## src/verilog/datapath_pkg.sv

```systemverilog
`default_nettype none

package datapath_pkg;

    // ------------------------------------------------
    // Field widths.
    // ------------------------------------------------

    localparam int WORD_W  = 16;
    localparam int OP_W    = 4;
    localparam int D_W     = 8;
    localparam int S_W     = 6;
    localparam int INSTR_W = OP_W + D_W + 2 * S_W;

    typedef logic [WORD_W-1:0] word_t;
    typedef logic [D_W-1:0]    dest_t;
    typedef logic [S_W-1:0]    src_t;

    // Values not listed here execute as NOP.
    typedef enum logic [OP_W-1:0] {
        NOP    = 4'd0,
        ADD    = 4'd1,
        SUB    = 4'd2,
        AND    = 4'd3,
        OR     = 4'd4,
        XOR    = 4'd5,
        PASS_A = 4'd6
    } opcode_e;

    // ------------------------------------------------
    // Instruction and pipeline payloads.
    // ------------------------------------------------

    // Op in the high bits, then D, A and B.
    typedef struct packed {
        logic [OP_W-1:0] op;
        dest_t           d;
        src_t            a;
        src_t            b;
    } instr_t;

    typedef struct packed {
        opcode_e op;
        dest_t   d;
    } alu_ctrl_t;

    typedef struct packed {
        logic  valid;
        dest_t d;
        word_t result;
    } wb_t;

    // External FIFO ports.
    typedef struct packed {
        logic  empty;
        word_t data;
    } io_in_t;

    typedef struct packed {
        logic  wren;
        word_t data;
    } io_out_t;

endpackage

`default_nettype wire

```

## src/verilog/alu_stage.sv

```systemverilog
`timescale 1ns/100ps
`default_nettype none

module alu_stage #(
    parameter int ALU_DEPTH = 1
) (
    input  wire                            clock,
    input  wire                            rst_n,
    input  wire  datapath_pkg::alu_ctrl_t  ctrl,
    input  wire  datapath_pkg::word_t      a,
    input  wire  datapath_pkg::word_t      b,
    output datapath_pkg::wb_t              wb
);

    localparam datapath_pkg::wb_t WB_IDLE = '{valid: 1'b0, d: '0, result: '0};

    datapath_pkg::wb_t wb_next;

    // ------------------------------------------------
    // Result.
    // ------------------------------------------------

    // Add and subtract wrap at the word width.
    always_comb begin
        wb_next.valid  = 1'b1;
        wb_next.d      = ctrl.d;
        wb_next.result = '0;
        case (ctrl.op)
            datapath_pkg::ADD:    wb_next.result = a + b;
            datapath_pkg::SUB:    wb_next.result = a - b;
            datapath_pkg::AND:    wb_next.result = a & b;
            datapath_pkg::OR:     wb_next.result = a | b;
            datapath_pkg::XOR:    wb_next.result = a ^ b;
            datapath_pkg::PASS_A: wb_next.result = a;
            default: begin
                wb_next.valid = 1'b0;
            end
        endcase
    end

    // Result travels with D and valid to the banks.
    pipe_delay #(
        .T         (datapath_pkg::wb_t),
        .DEPTH     (ALU_DEPTH),
        .RESET_VAL (WB_IDLE)
    ) wb_pipe (
        .clock (clock),
        .rst_n (rst_n),
        .d     (wb_next),
        .q     (wb)
    );

    // Depth is set at the top level; zero would leave no writeback register.
    alu_depth_a: assert property (
        @(posedge clock) ALU_DEPTH >= 1
    ) else $error("ALU_DEPTH must be at least 1");

endmodule

`default_nettype wire

```

## src/verilog/datapath_top.sv

```systemverilog
`timescale 1ns/100ps
`default_nettype none

module datapath_top #(
    parameter int BANK_DEPTH   = 64,
    parameter int A_WRITE_BASE = 0,
    parameter int B_WRITE_BASE = 64,
    parameter int IO_ADDR      = 63,
    parameter int ALU_DEPTH    = 1
) (
    input  wire                         clock,
    input  wire                         rst_n,
    input  wire  datapath_pkg::instr_t  instr,
    output logic                        io_ready,
    input  wire  datapath_pkg::io_in_t  a_in,
    input  wire  datapath_pkg::io_in_t  b_in,
    output logic                        a_rden,
    output logic                        b_rden,
    input  wire                         a_full,
    input  wire                         b_full,
    output datapath_pkg::io_out_t       a_out,
    output datapath_pkg::io_out_t       b_out
);

    logic                    issue;
    logic                    a_blocked;
    logic                    b_blocked;
    datapath_pkg::alu_ctrl_t ctrl;
    datapath_pkg::word_t     a_operand;
    datapath_pkg::word_t     b_operand;
    datapath_pkg::wb_t       wb;

    // ------------------------------------------------
    // Issue.
    // ------------------------------------------------

    issue_control issue_ctl (
        .clock     (clock),
        .rst_n     (rst_n),
        .instr     (instr),
        .a_blocked (a_blocked),
        .b_blocked (b_blocked),
        .io_ready  (io_ready),
        .issue     (issue),
        .ctrl      (ctrl)
    );

    // ------------------------------------------------
    // Banks. Both see the full D field and writeback.
    // ------------------------------------------------

    operand_bank #(
        .BANK_DEPTH (BANK_DEPTH),
        .WRITE_BASE (A_WRITE_BASE),
        .IO_ADDR    (IO_ADDR)
    ) bank_a (
        .clock    (clock),
        .rst_n    (rst_n),
        .addr     (instr.a),
        .dest     (instr.d),
        .issue    (issue),
        .port_in  (a_in),
        .rden     (a_rden),
        .full     (a_full),
        .wb       (wb),
        .port_out (a_out),
        .blocked  (a_blocked),
        .operand  (a_operand)
    );

    operand_bank #(
        .BANK_DEPTH (BANK_DEPTH),
        .WRITE_BASE (B_WRITE_BASE),
        .IO_ADDR    (IO_ADDR)
    ) bank_b (
        .clock    (clock),
        .rst_n    (rst_n),
        .addr     (instr.b),
        .dest     (instr.d),
        .issue    (issue),
        .port_in  (b_in),
        .rden     (b_rden),
        .full     (b_full),
        .wb       (wb),
        .port_out (b_out),
        .blocked  (b_blocked),
        .operand  (b_operand)
    );

    alu_stage #(
        .ALU_DEPTH (ALU_DEPTH)
    ) alu (
        .clock (clock),
        .rst_n (rst_n),
        .ctrl  (ctrl),
        .a     (a_operand),
        .b     (b_operand),
        .wb    (wb)
    );

endmodule

`default_nettype wire

```

## src/verilog/issue_control.sv

```systemverilog
`timescale 1ns/100ps
`default_nettype none

module issue_control (
    input  wire                         clock,
    input  wire                         rst_n,
    input  wire  datapath_pkg::instr_t  instr,
    input  wire                         a_blocked,
    input  wire                         b_blocked,
    output logic                        io_ready,
    output logic                        issue,
    output datapath_pkg::alu_ctrl_t     ctrl
);

    localparam datapath_pkg::alu_ctrl_t CTRL_NOP = '{op: datapath_pkg::NOP, d: '0};

    logic                    op_defined;
    datapath_pkg::alu_ctrl_t ctrl_next;

    // ------------------------------------------------
    // Decode and annul.
    // ------------------------------------------------

    assign op_defined = instr.op inside {[datapath_pkg::ADD:datapath_pkg::PASS_A]};

    // The sequencer sees io_ready low and reissues later.
    assign io_ready = !(a_blocked || b_blocked);
    assign issue    = io_ready;

    always_comb begin
        if (issue && op_defined) begin
            ctrl_next.op = datapath_pkg::opcode_e'(instr.op);
            ctrl_next.d  = instr.d;
        end else begin
            ctrl_next = CTRL_NOP;
        end
    end

    // One stage, so op and D line up with the bank operand registers.
    pipe_delay #(
        .T         (datapath_pkg::alu_ctrl_t),
        .DEPTH     (1),
        .RESET_VAL (CTRL_NOP)
    ) ctrl_pipe (
        .clock (clock),
        .rst_n (rst_n),
        .d     (ctrl_next),
        .q     (ctrl)
    );

endmodule

`default_nettype wire

```

## src/verilog/operand_bank.sv

```systemverilog
`timescale 1ns/100ps
`default_nettype none

module operand_bank #(
    parameter int BANK_DEPTH = 64,
    parameter int WRITE_BASE = 0,
    parameter int IO_ADDR    = 63
) (
    input  wire                         clock,
    input  wire                         rst_n,
    input  wire  datapath_pkg::src_t    addr,
    input  wire  datapath_pkg::dest_t   dest,
    input  wire                         issue,
    input  wire  datapath_pkg::io_in_t  port_in,
    output logic                        rden,
    input  wire                         full,
    input  wire  datapath_pkg::wb_t     wb,
    output datapath_pkg::io_out_t       port_out,
    output logic                        blocked,
    output datapath_pkg::word_t         operand
);

    localparam int ADDR_W = $clog2(BANK_DEPTH);

    datapath_pkg::word_t ram [BANK_DEPTH];

    logic                read_is_io;
    logic                dest_is_io;
    logic                wb_hit;
    logic                wb_is_io;
    datapath_pkg::dest_t wb_offset;

    // ------------------------------------------------
    // Issue side.
    // ------------------------------------------------

    assign read_is_io = (addr == datapath_pkg::src_t'(IO_ADDR));
    assign dest_is_io = (dest == datapath_pkg::dest_t'(WRITE_BASE + IO_ADDR));

    // An empty read port or a full write port holds the instruction back.
    assign blocked = (read_is_io && port_in.empty) || (dest_is_io && full);

    assign rden = issue && read_is_io;

    // Registered read. The port word is taken at the same edge as rden.
    always_ff @(posedge clock) begin
        if (issue) begin
            if (read_is_io) begin
                operand <= port_in.data;
            end else begin
                operand <= ram[addr[ADDR_W-1:0]];
            end
        end
    end

    // ------------------------------------------------
    // Writeback side.
    // ------------------------------------------------

    // Only D values inside this bank's window are claimed.
    assign wb_hit = wb.valid
                    && (int'(wb.d) >= WRITE_BASE)
                    && (int'(wb.d) < WRITE_BASE + BANK_DEPTH);

    assign wb_offset = wb.d - datapath_pkg::dest_t'(WRITE_BASE);
    assign wb_is_io  = (wb_offset == datapath_pkg::dest_t'(IO_ADDR));

    always_ff @(posedge clock) begin
        if (wb_hit && !wb_is_io) begin
            ram[wb_offset[ADDR_W-1:0]] <= wb.result;
        end
    end

    // The I/O location bypasses the RAM.
    assign port_out.wren = wb_hit && wb_is_io;
    assign port_out.data = wb.result;

    // Issue comes back from the control block, so this checks the loop.
    rden_not_empty_a: assert property (
        @(posedge clock) disable iff (!rst_n)
        !(rden && port_in.empty)
    ) else $error("read strobe raised on an empty port");

endmodule

`default_nettype wire

```

## src/verilog/pipe_delay.sv

```systemverilog
`timescale 1ns/100ps
`default_nettype none

// Shift register of DEPTH stages for any packed payload.
module pipe_delay #(
    parameter type T         = logic,
    parameter int  DEPTH     = 1,
    parameter T    RESET_VAL = '0
) (
    input  wire  clock,
    input  wire  rst_n,
    input  wire  T d,
    output T     q
);

    T stage [DEPTH];

    always_ff @(posedge clock) begin
        if (!rst_n) begin
            for (int i = 0; i < DEPTH; i++) begin
                stage[i] <= RESET_VAL;
            end
        end else begin
            stage[0] <= d;
            for (int i = 1; i < DEPTH; i++) begin
                stage[i] <= stage[i-1];
            end
        end
    end

    assign q = stage[DEPTH-1];

endmodule

`default_nettype wire
```

## config.mk

```make
export PLATFORM = sky130hd
export DESIGN_NAME = datapath_top
export DESIGN_NICKNAME = d
export VERILOG_FILES = /design/src/verilog/datapath_pkg.sv /design/src/verilog/alu_stage.sv /design/src/verilog/datapath_top.sv /design/src/verilog/issue_control.sv /design/src/verilog/operand_bank.sv /design/src/verilog/pipe_delay.sv
export SDC_FILE = /design/constraint.sdc
export NUM_CORES = 2
export LEC_CHECK = 0
export BUFFER_PORTS_ARGS = -buffer_cell sky130_fd_sc_hd__buf_2
export CAP_MARGIN = 20
export CORE_MARGIN = 1.5
export CORE_UTILIZATION = 30
export DETAILED_ROUTE_END_ITERATION = 8
export SKIP_CTS_REPAIR_TIMING = 1
export SLEW_MARGIN = 20
export SYNTH_ARGS = -nofsm -noshare
export SYNTH_HDL_FRONTEND = slang
export SYNTH_SLANG_ARGS = --single-unit
```

## constraint.sdc

```tcl
create_clock -name clock -period 3.7 [get_ports clock]
set_input_delay 0.185 -clock clock [delete_from_list [all_inputs] [get_ports clock]]
set_output_delay 0.185 -clock clock [all_outputs]
set_load 0.005 [all_outputs]
```

**Yosys cells after proc, flatten, opt, wreduce, memory -nomap -nowiden**

Memories as Yosys holds them, arrays and structs flattened.
Index checks and enable logic that the tools add are counted.

- Register bits: 32
- RAM bits: 2,085
- Input bits: 62
- Output and inout bits: 37
- Word-level logic and storage cells: 68
- Memories kept: 4

Memory list:

| name | depth | width | read ports | clocked after Yosys merged registers in | wr ports | RTL line | RTL |
|---|---|---|---|---|---|---|---|
| bank_a.ram | 64 | 16 | 1 | 0 | 1 | operand_bank.sv:25 | `datapath_pkg::word_t ram [BANK_DEPTH];` |
| bank_b.ram | 64 | 16 | 1 | 0 | 1 | operand_bank.sv:25 |  |
| alu.wb_pipe.stage | 1 | 25 | 1 | 0 | 1 | pipe_delay.sv:16 | `T stage [DEPTH];` |
| issue_ctl.ctrl_pipe.stage | 1 | 12 | 1 | 0 | 1 | pipe_delay.sv:16 |  |

- $add $sub $neg: 3
- $lt $le $gt $ge: 5
- Eq/ne operators: 12
- Muxes and demuxes: 15
- Bitwise logic cells: 3
- Reductions and logical operators: 24

Operator list:

| operator | number |
|---|---|
| case mux 16 bit (6 select lines) | 1 |
| two-way mux 16 bit | 2 |
| two-way mux 25 bit | 1 |
| OR reduction 25 bit | 1 |
| equality test 8 x 6 -> 1 bit, second input constant | 3 |
| two-way mux 12 bit | 2 |
| adder 16 bit | 1 |
| bitwise AND 16 bit | 1 |
| OR 16 bit | 1 |
| subtractor 16 bit | 1 |
| XOR 16 bit | 1 |
| logical AND 1 bit | 15 |
| equality test 4 x 3 -> 1 bit, second input constant | 3 |
| equality test 6 bit, second input constant | 2 |
| OR reduction 12 bit | 1 |
| two-way mux 1 bit | 9 |
| equality test 4 x 2 -> 1 bit, second input constant | 2 |
| equality test 8 x 7 -> 1 bit, second input constant | 1 |
| >= comparator 8 x 7 -> 1 bit, second input constant | 1 |
| < comparator 8 x 7 -> 1 bit, second input constant | 1 |
| < comparator 8 bit, second input constant | 1 |
| subtractor 8 x 7 -> 8 bit, second input constant | 1 |
| OR reduction 6 bit | 1 |
| equality test 4 x 1 -> 1 bit, second input constant | 1 |
| 4 further kinds | 8 |

**Longest topological paths before layout**

- Depth in word-level cells: 8
- Depth in mapped cells: 13
- Gate-level depth less buffers: 12

**Modules after synthesis**

From an unflattened synthesis, not the netlist that was laid out.

- Cells, all modules: 4,024
- Area total of the unflattened synthesis: 83,077.2 um^2

By module, submodules not included:

| module | times used | cells each | area each (um^2) | sequential area each (um^2) |
|---|---|---|---|---|
| operand_bank (bank_b) | 1 | 1,923 | 40,065.9 | 31,230.0 |
| operand_bank (bank_a) | 1 | 1,730 | 39,696.8 | 31,230.0 |
| alu_stage | 1 | 265 | 2,049.5 | 0.0 |
| pipe_delay (alu.wb_pipe) | 1 | 52 | 703.2 | 500.5 |
| pipe_delay (issue_ctl.ctrl_pipe) | 1 | 25 | 336.6 | 240.2 |
| issue_control | 1 | 29 | 225.2 | 0.0 |

**Worst setup path after synthesis**

OpenSTA, ideal clock, no wires.

- Path type: reg2reg
- Start: memory issue_ctl.ctrl_pipe.stage[0][8] (netlist name)
- End: memory alu.wb_pipe.stage[0][8] (netlist name)
- Setup time: 81 ps
- Data arrival time: 2,853 ps
- Required time: 3,619 ps
- Setup slack: 766 ps
- Cell stages (with the launch flop): 12
- Path buffers: 0
- Period minus slack after synthesis: 2,934 ps
- Path through: dfxtp_1 -> nand2b_1 -> nor3_1 -> nor2_1 -> xnor2_1 -> ha_1 -> nor2b_1 -> o31ai_1 -> a21oi_1 -> o21a_1 -> or3_1 -> o211ai_1

- Cells in the longest elaborated chain, start to end: 4
- Elaborated cells on any way between the ends: 9
- Those cells by class: eq/ne (6); mux (2); memory (1)

Ends and longest elaborated chain:

| element | RTL line | RTL |
|---|---|---|
| start: declaration | pipe_delay.sv:16 |  |
| memory (1 x 12 bit) (*) | - |  |
| equality test 4 x 3 -> 1 bit (tied with other cells) | alu_stage.sv:28 | `case (ctrl.op)` |
| case mux 16 bit (6 select lines) (*) | alu_stage.sv:28 |  |
| two-way mux 25 bit (no line) (*) | - |  |
| end: declaration | pipe_delay.sv:16 |  |

Every way passes the cells marked *; elsewhere a longest branch is shown, timed or not.

**Final worst setup path**

Same ends and word-level chain as after synthesis.

==> flow_metrics.tcl <==
set metrics [dict create \
    hold_violations 0 \
    yosysSeqAreaShare_pct 76.5 \
    drt_first_pass_iters 8 \
    synth_top_flop_cell "edfxtp_1" \
    grt_pass1_vias 41100 \
    routed_wirelength_um 216000 \
    initial_core_util_pct 30.2 \
    finalSetupTns_ns 0 \
    viasPerCell 5.07 \
    clk_latency_ns 0.87 \
    syn_area_sq_mm 0.0826 \
    min_path_type "in2reg" \
    vdd_drop_max_mv 0.391 \
    critPathMaxFanout 7 \
    status "complete, no violations" \
    grt_pass1_wl_um 307000 \
    path_clk_slew_ns 0.07 \
    grt_use_total_pct 15.2 \
    cap_viol_max_count 0 \
    area_growth_pct 16.9 \
    clock-skew-final_ns 0.0909 \
    detailed_place_hpwl_um 131000 \
    fillers 25000 \
    layout-drive-gt1-share_pct 29.6 \
    timing.rr.start "issue_ctl.ctrl_pipe.stage[0][8]$_SDFF_PN0_" \
    seqCellArea_sq_mm 0.0633 \
    postRouteAntennaNets 0 \
    period_needed_ns 3.23 \
    worstSetupEndpointType "flip-flop" \
    crit_end "alu.wb_pipe.stage[0][8]$_SDFF_PN0_" \
    drt_iter0_drc 4008 \
    arrival_ns 4.00 \
    cts_max_level 4 \
    synth-seq-cells 2117 \
    die-area_sq_mm 0.278 \
    synth_edf_count 2080 \
    place.gp.congestion 0.845 \
    clockBufferDepth 4 \
    reg2reg_slack_ns 0.47 \
    whs_path_depth 5 \
    wl_per_cell_um 26.8 \
    r2r_end "alu.wb_pipe.stage[0][8]$_SDFF_PN0_" \
    rows 192 \
    via_count 40800 \
    avgSynthCellArea_sq_um 21.4 \
    critical_path.startpoint "issue_ctl.ctrl_pipe.stage[0][8]$_SDFF_PN0_" \
    cts.sinks 2117 \
    fin_crit_sh_pct 87.3 \
    synthCells 3864 \
    core_sq_mm 0.274 \
    worst_slew_pin_slew_ns 1.10 \
    worstPathRequired_ns 4.47 \
    startpoint_type "flip-flop" \
    fin_nets 4397 \
    yosysUniqueCellTypes 58 \
    powerDensity_mw_per_mm2 515 \
    grt_max_degree 91 \
    antenna_found_initial 6 \
    rsz0062_at_grt "no" \
    setup_viol 0 \
    cts_tree "done" \
    multi_input_area_sq_mm 0.0183 \
    io_buffers 98 \
    drc 0 \
    fin_total_pwr_mw 49.7 \
    ys_warn_count 0 \
    async_reset_ff_share_pct 0 \
    reg2reg_depth 10 \
    fp.dieW_um 528 \
    crit_type "reg2reg" \
    drv_slew 0 \
    max_freq_mhz 310 \
    root_buffer "clkbuf_16" \
    slew_headroom_pct 26.9 \
    leakage_nw 29.3 \
    die_height_um 528 \
    cts_made_buffers 208 \
    gr-total-overflow 0 \
    ios 99 \
]
-- routing by layer --
layer	track usage (%)	up-vias	part of all wire, %
met5	0	-	0
met1	19.6	22100	40
met2	25.9	1341	50
met4	5.92	0	4.1
li1	-	17000	-
met3	1.89	356	5.3
-- worst min-delay path by stage --
stage                                                    start                                          to
floorplan                                            instr[12]  issue_ctl.ctrl_pipe.stage[0][0]$_SDFF_PN0_
finish                                               instr[23]  issue_ctl.ctrl_pipe.stage[0][3]$_SDFF_PN0_
detailed placement  issue_ctl.ctrl_pipe.stage[0][4]$_SDFF_PN0_         alu.wb_pipe.stage[0][20]$_SDFF_PN0_
global route                                          b_in[10]                bank_b.operand[10]$_DFFE_PP_
CTS                                                  instr[18]  issue_ctl.ctrl_pipe.stage[0][6]$_SDFF_PN0_
global placement    issue_ctl.ctrl_pipe.stage[0][3]$_SDFF_PN0_         alu.wb_pipe.stage[0][19]$_SDFF_PN0_
-- worst max-delay path: stages (launching register included) --
cell,delay [ns]
dfxtp_1,0.35
nand2b_1,0.24
or3_1,0.46
o21ai_0,0.33
fa_1,0.28
nor2b_1,0.08
o31ai_1,0.57
a21oi_1,0.18
o21a_1,0.22
or3_1,0.34
o211ai_1,0.09
-- sequential cells by signal, summed over array words and instances (netlist names) --
signal / cells
bank_a.ram: 1024
bank_b.ram: 1024
alu.wb_pipe.stage: 25
bank_a.operand: 16
bank_b.operand: 16
issue_ctl.ctrl_pipe.stage: 12
-- cells in the final DEF, fill, tap and decap left out, types with 23 or more instances in the layout --
cell / Yosys / layout
or3_1: 23 / 23
nand2_1: 63 / 63
edfxtp_1: 2080 / 2080
conb_1: 1 / 33
buf_4: 48 / 258
dlygate4sd3_1: 0 / 41
a31oi_1: 32 / 32
buf_2: 58 / 92
ha_1: 48 / 48
bufinv_16: 0 / 28
nand4_1: 26 / 26
a22oi_1: 148 / 148
clkinv_1: 0 / 38
nor2_2: 0 / 37
mux4_2: 544 / 544
clkbuf_16: 0 / 209
clkinv_2: 0 / 47
a211oi_1: 36 / 35
o21ai_0: 51 / 51
a21oi_1: 41 / 41
and2_1: 53 / 53
nor2_1: 213 / 176
buf_12: 0 / 26
inv_1: 39 / 39
-- metrics by stage --
stage / hold WS [ns] / utilization, % / area, sq um / setup WS, ns / std cells
floorplan: 0.307 / - / 82700 / 0.766 / 3896
global placement: 0.431 / 32.6 / 89100 / 0.455 / 7619
detailed placement: 0.429 / 32.6 / 89200 / 0.487 / 7620
CTS: -0.457 / 35.1 / 96000 / 0.475 / 7989
global route: 0.0217 / 35.3 / 96500 / 0.230 / 8036
finish: 0.0171 / 35.3 / 96500 / 0.469 / 8038
-- power breakdown --
part | internal [mW] | total [mW] | switching (mW)
Sequential | 26.1 | 26.2 | 0.150
Clock | 12.4 | 21.4 | 9.03
Combinational | 0.889 | 2.12 | 1.23
-- synth_stat cells (all sizes together) (4+ instances only) --
master | count | area, sq um
and2 | 53 | 332
ha | 48 | 601
nor2b | 4 | 25.0
a22oi | 148 | 1110
dfxtp | 37 | 741
o21ai | 52 | 260
a21oi | 41 | 205
and3 | 13 | 81.3
nand3 | 17 | 85.1
a31oi | 32 | 200
nand4 | 26 | 163
nand2 | 63 | 236
nor3 | 17 | 85.1
a21o | 5 | 37.5
a221o | 9 | 90.1
or3 | 23 | 144
mux4 | 544 | 12300
buf | 131 | 782
nor2 | 213 | 800
mux2i | 16 | 160
xnor2 | 15 | 131
nand2b | 5 | 31.3
inv | 41 | 154
o21a | 8 | 60.1
a221oi | 13 | 114
or3b | 4 | 35.0
edfxtp | 2080 | 62500
xor2 | 4 | 35.0
a22o | 8 | 70.1
a211oi | 36 | 270
nand3b | 10 | 75.1
clkbuf | 113 | 424
-- cells by family after synthesis --
kind of cell | after synthesis | synth area share [%]
compound gates | 375 | 3.16
xor+xnor | 19 | 0.202
fa+ha+maj | 49 | 0.752
buf+inv | 285 | 1.65
flops | 2117 | 76.5
mux | 560 | 15.0
other cells | 1 | 0.00454
simple gates | 458 | 2.65
-- area by class of cell --
class / count / area share [%]
Antenna cell: 4 / 0.0104
Clock buffer: 232 / 5.54
Clock inverter: 137 / 1.54
Inverter: 41 / 0.159
Multi-Input combinational cell: 1494 / 19.0
Sequential cell: 2117 / 65.5
Tap cell: 3589 / 4.65
Timing Repair Buffer: 424 / 3.60
No activity file was read; power rests on OpenSTA's default activity.
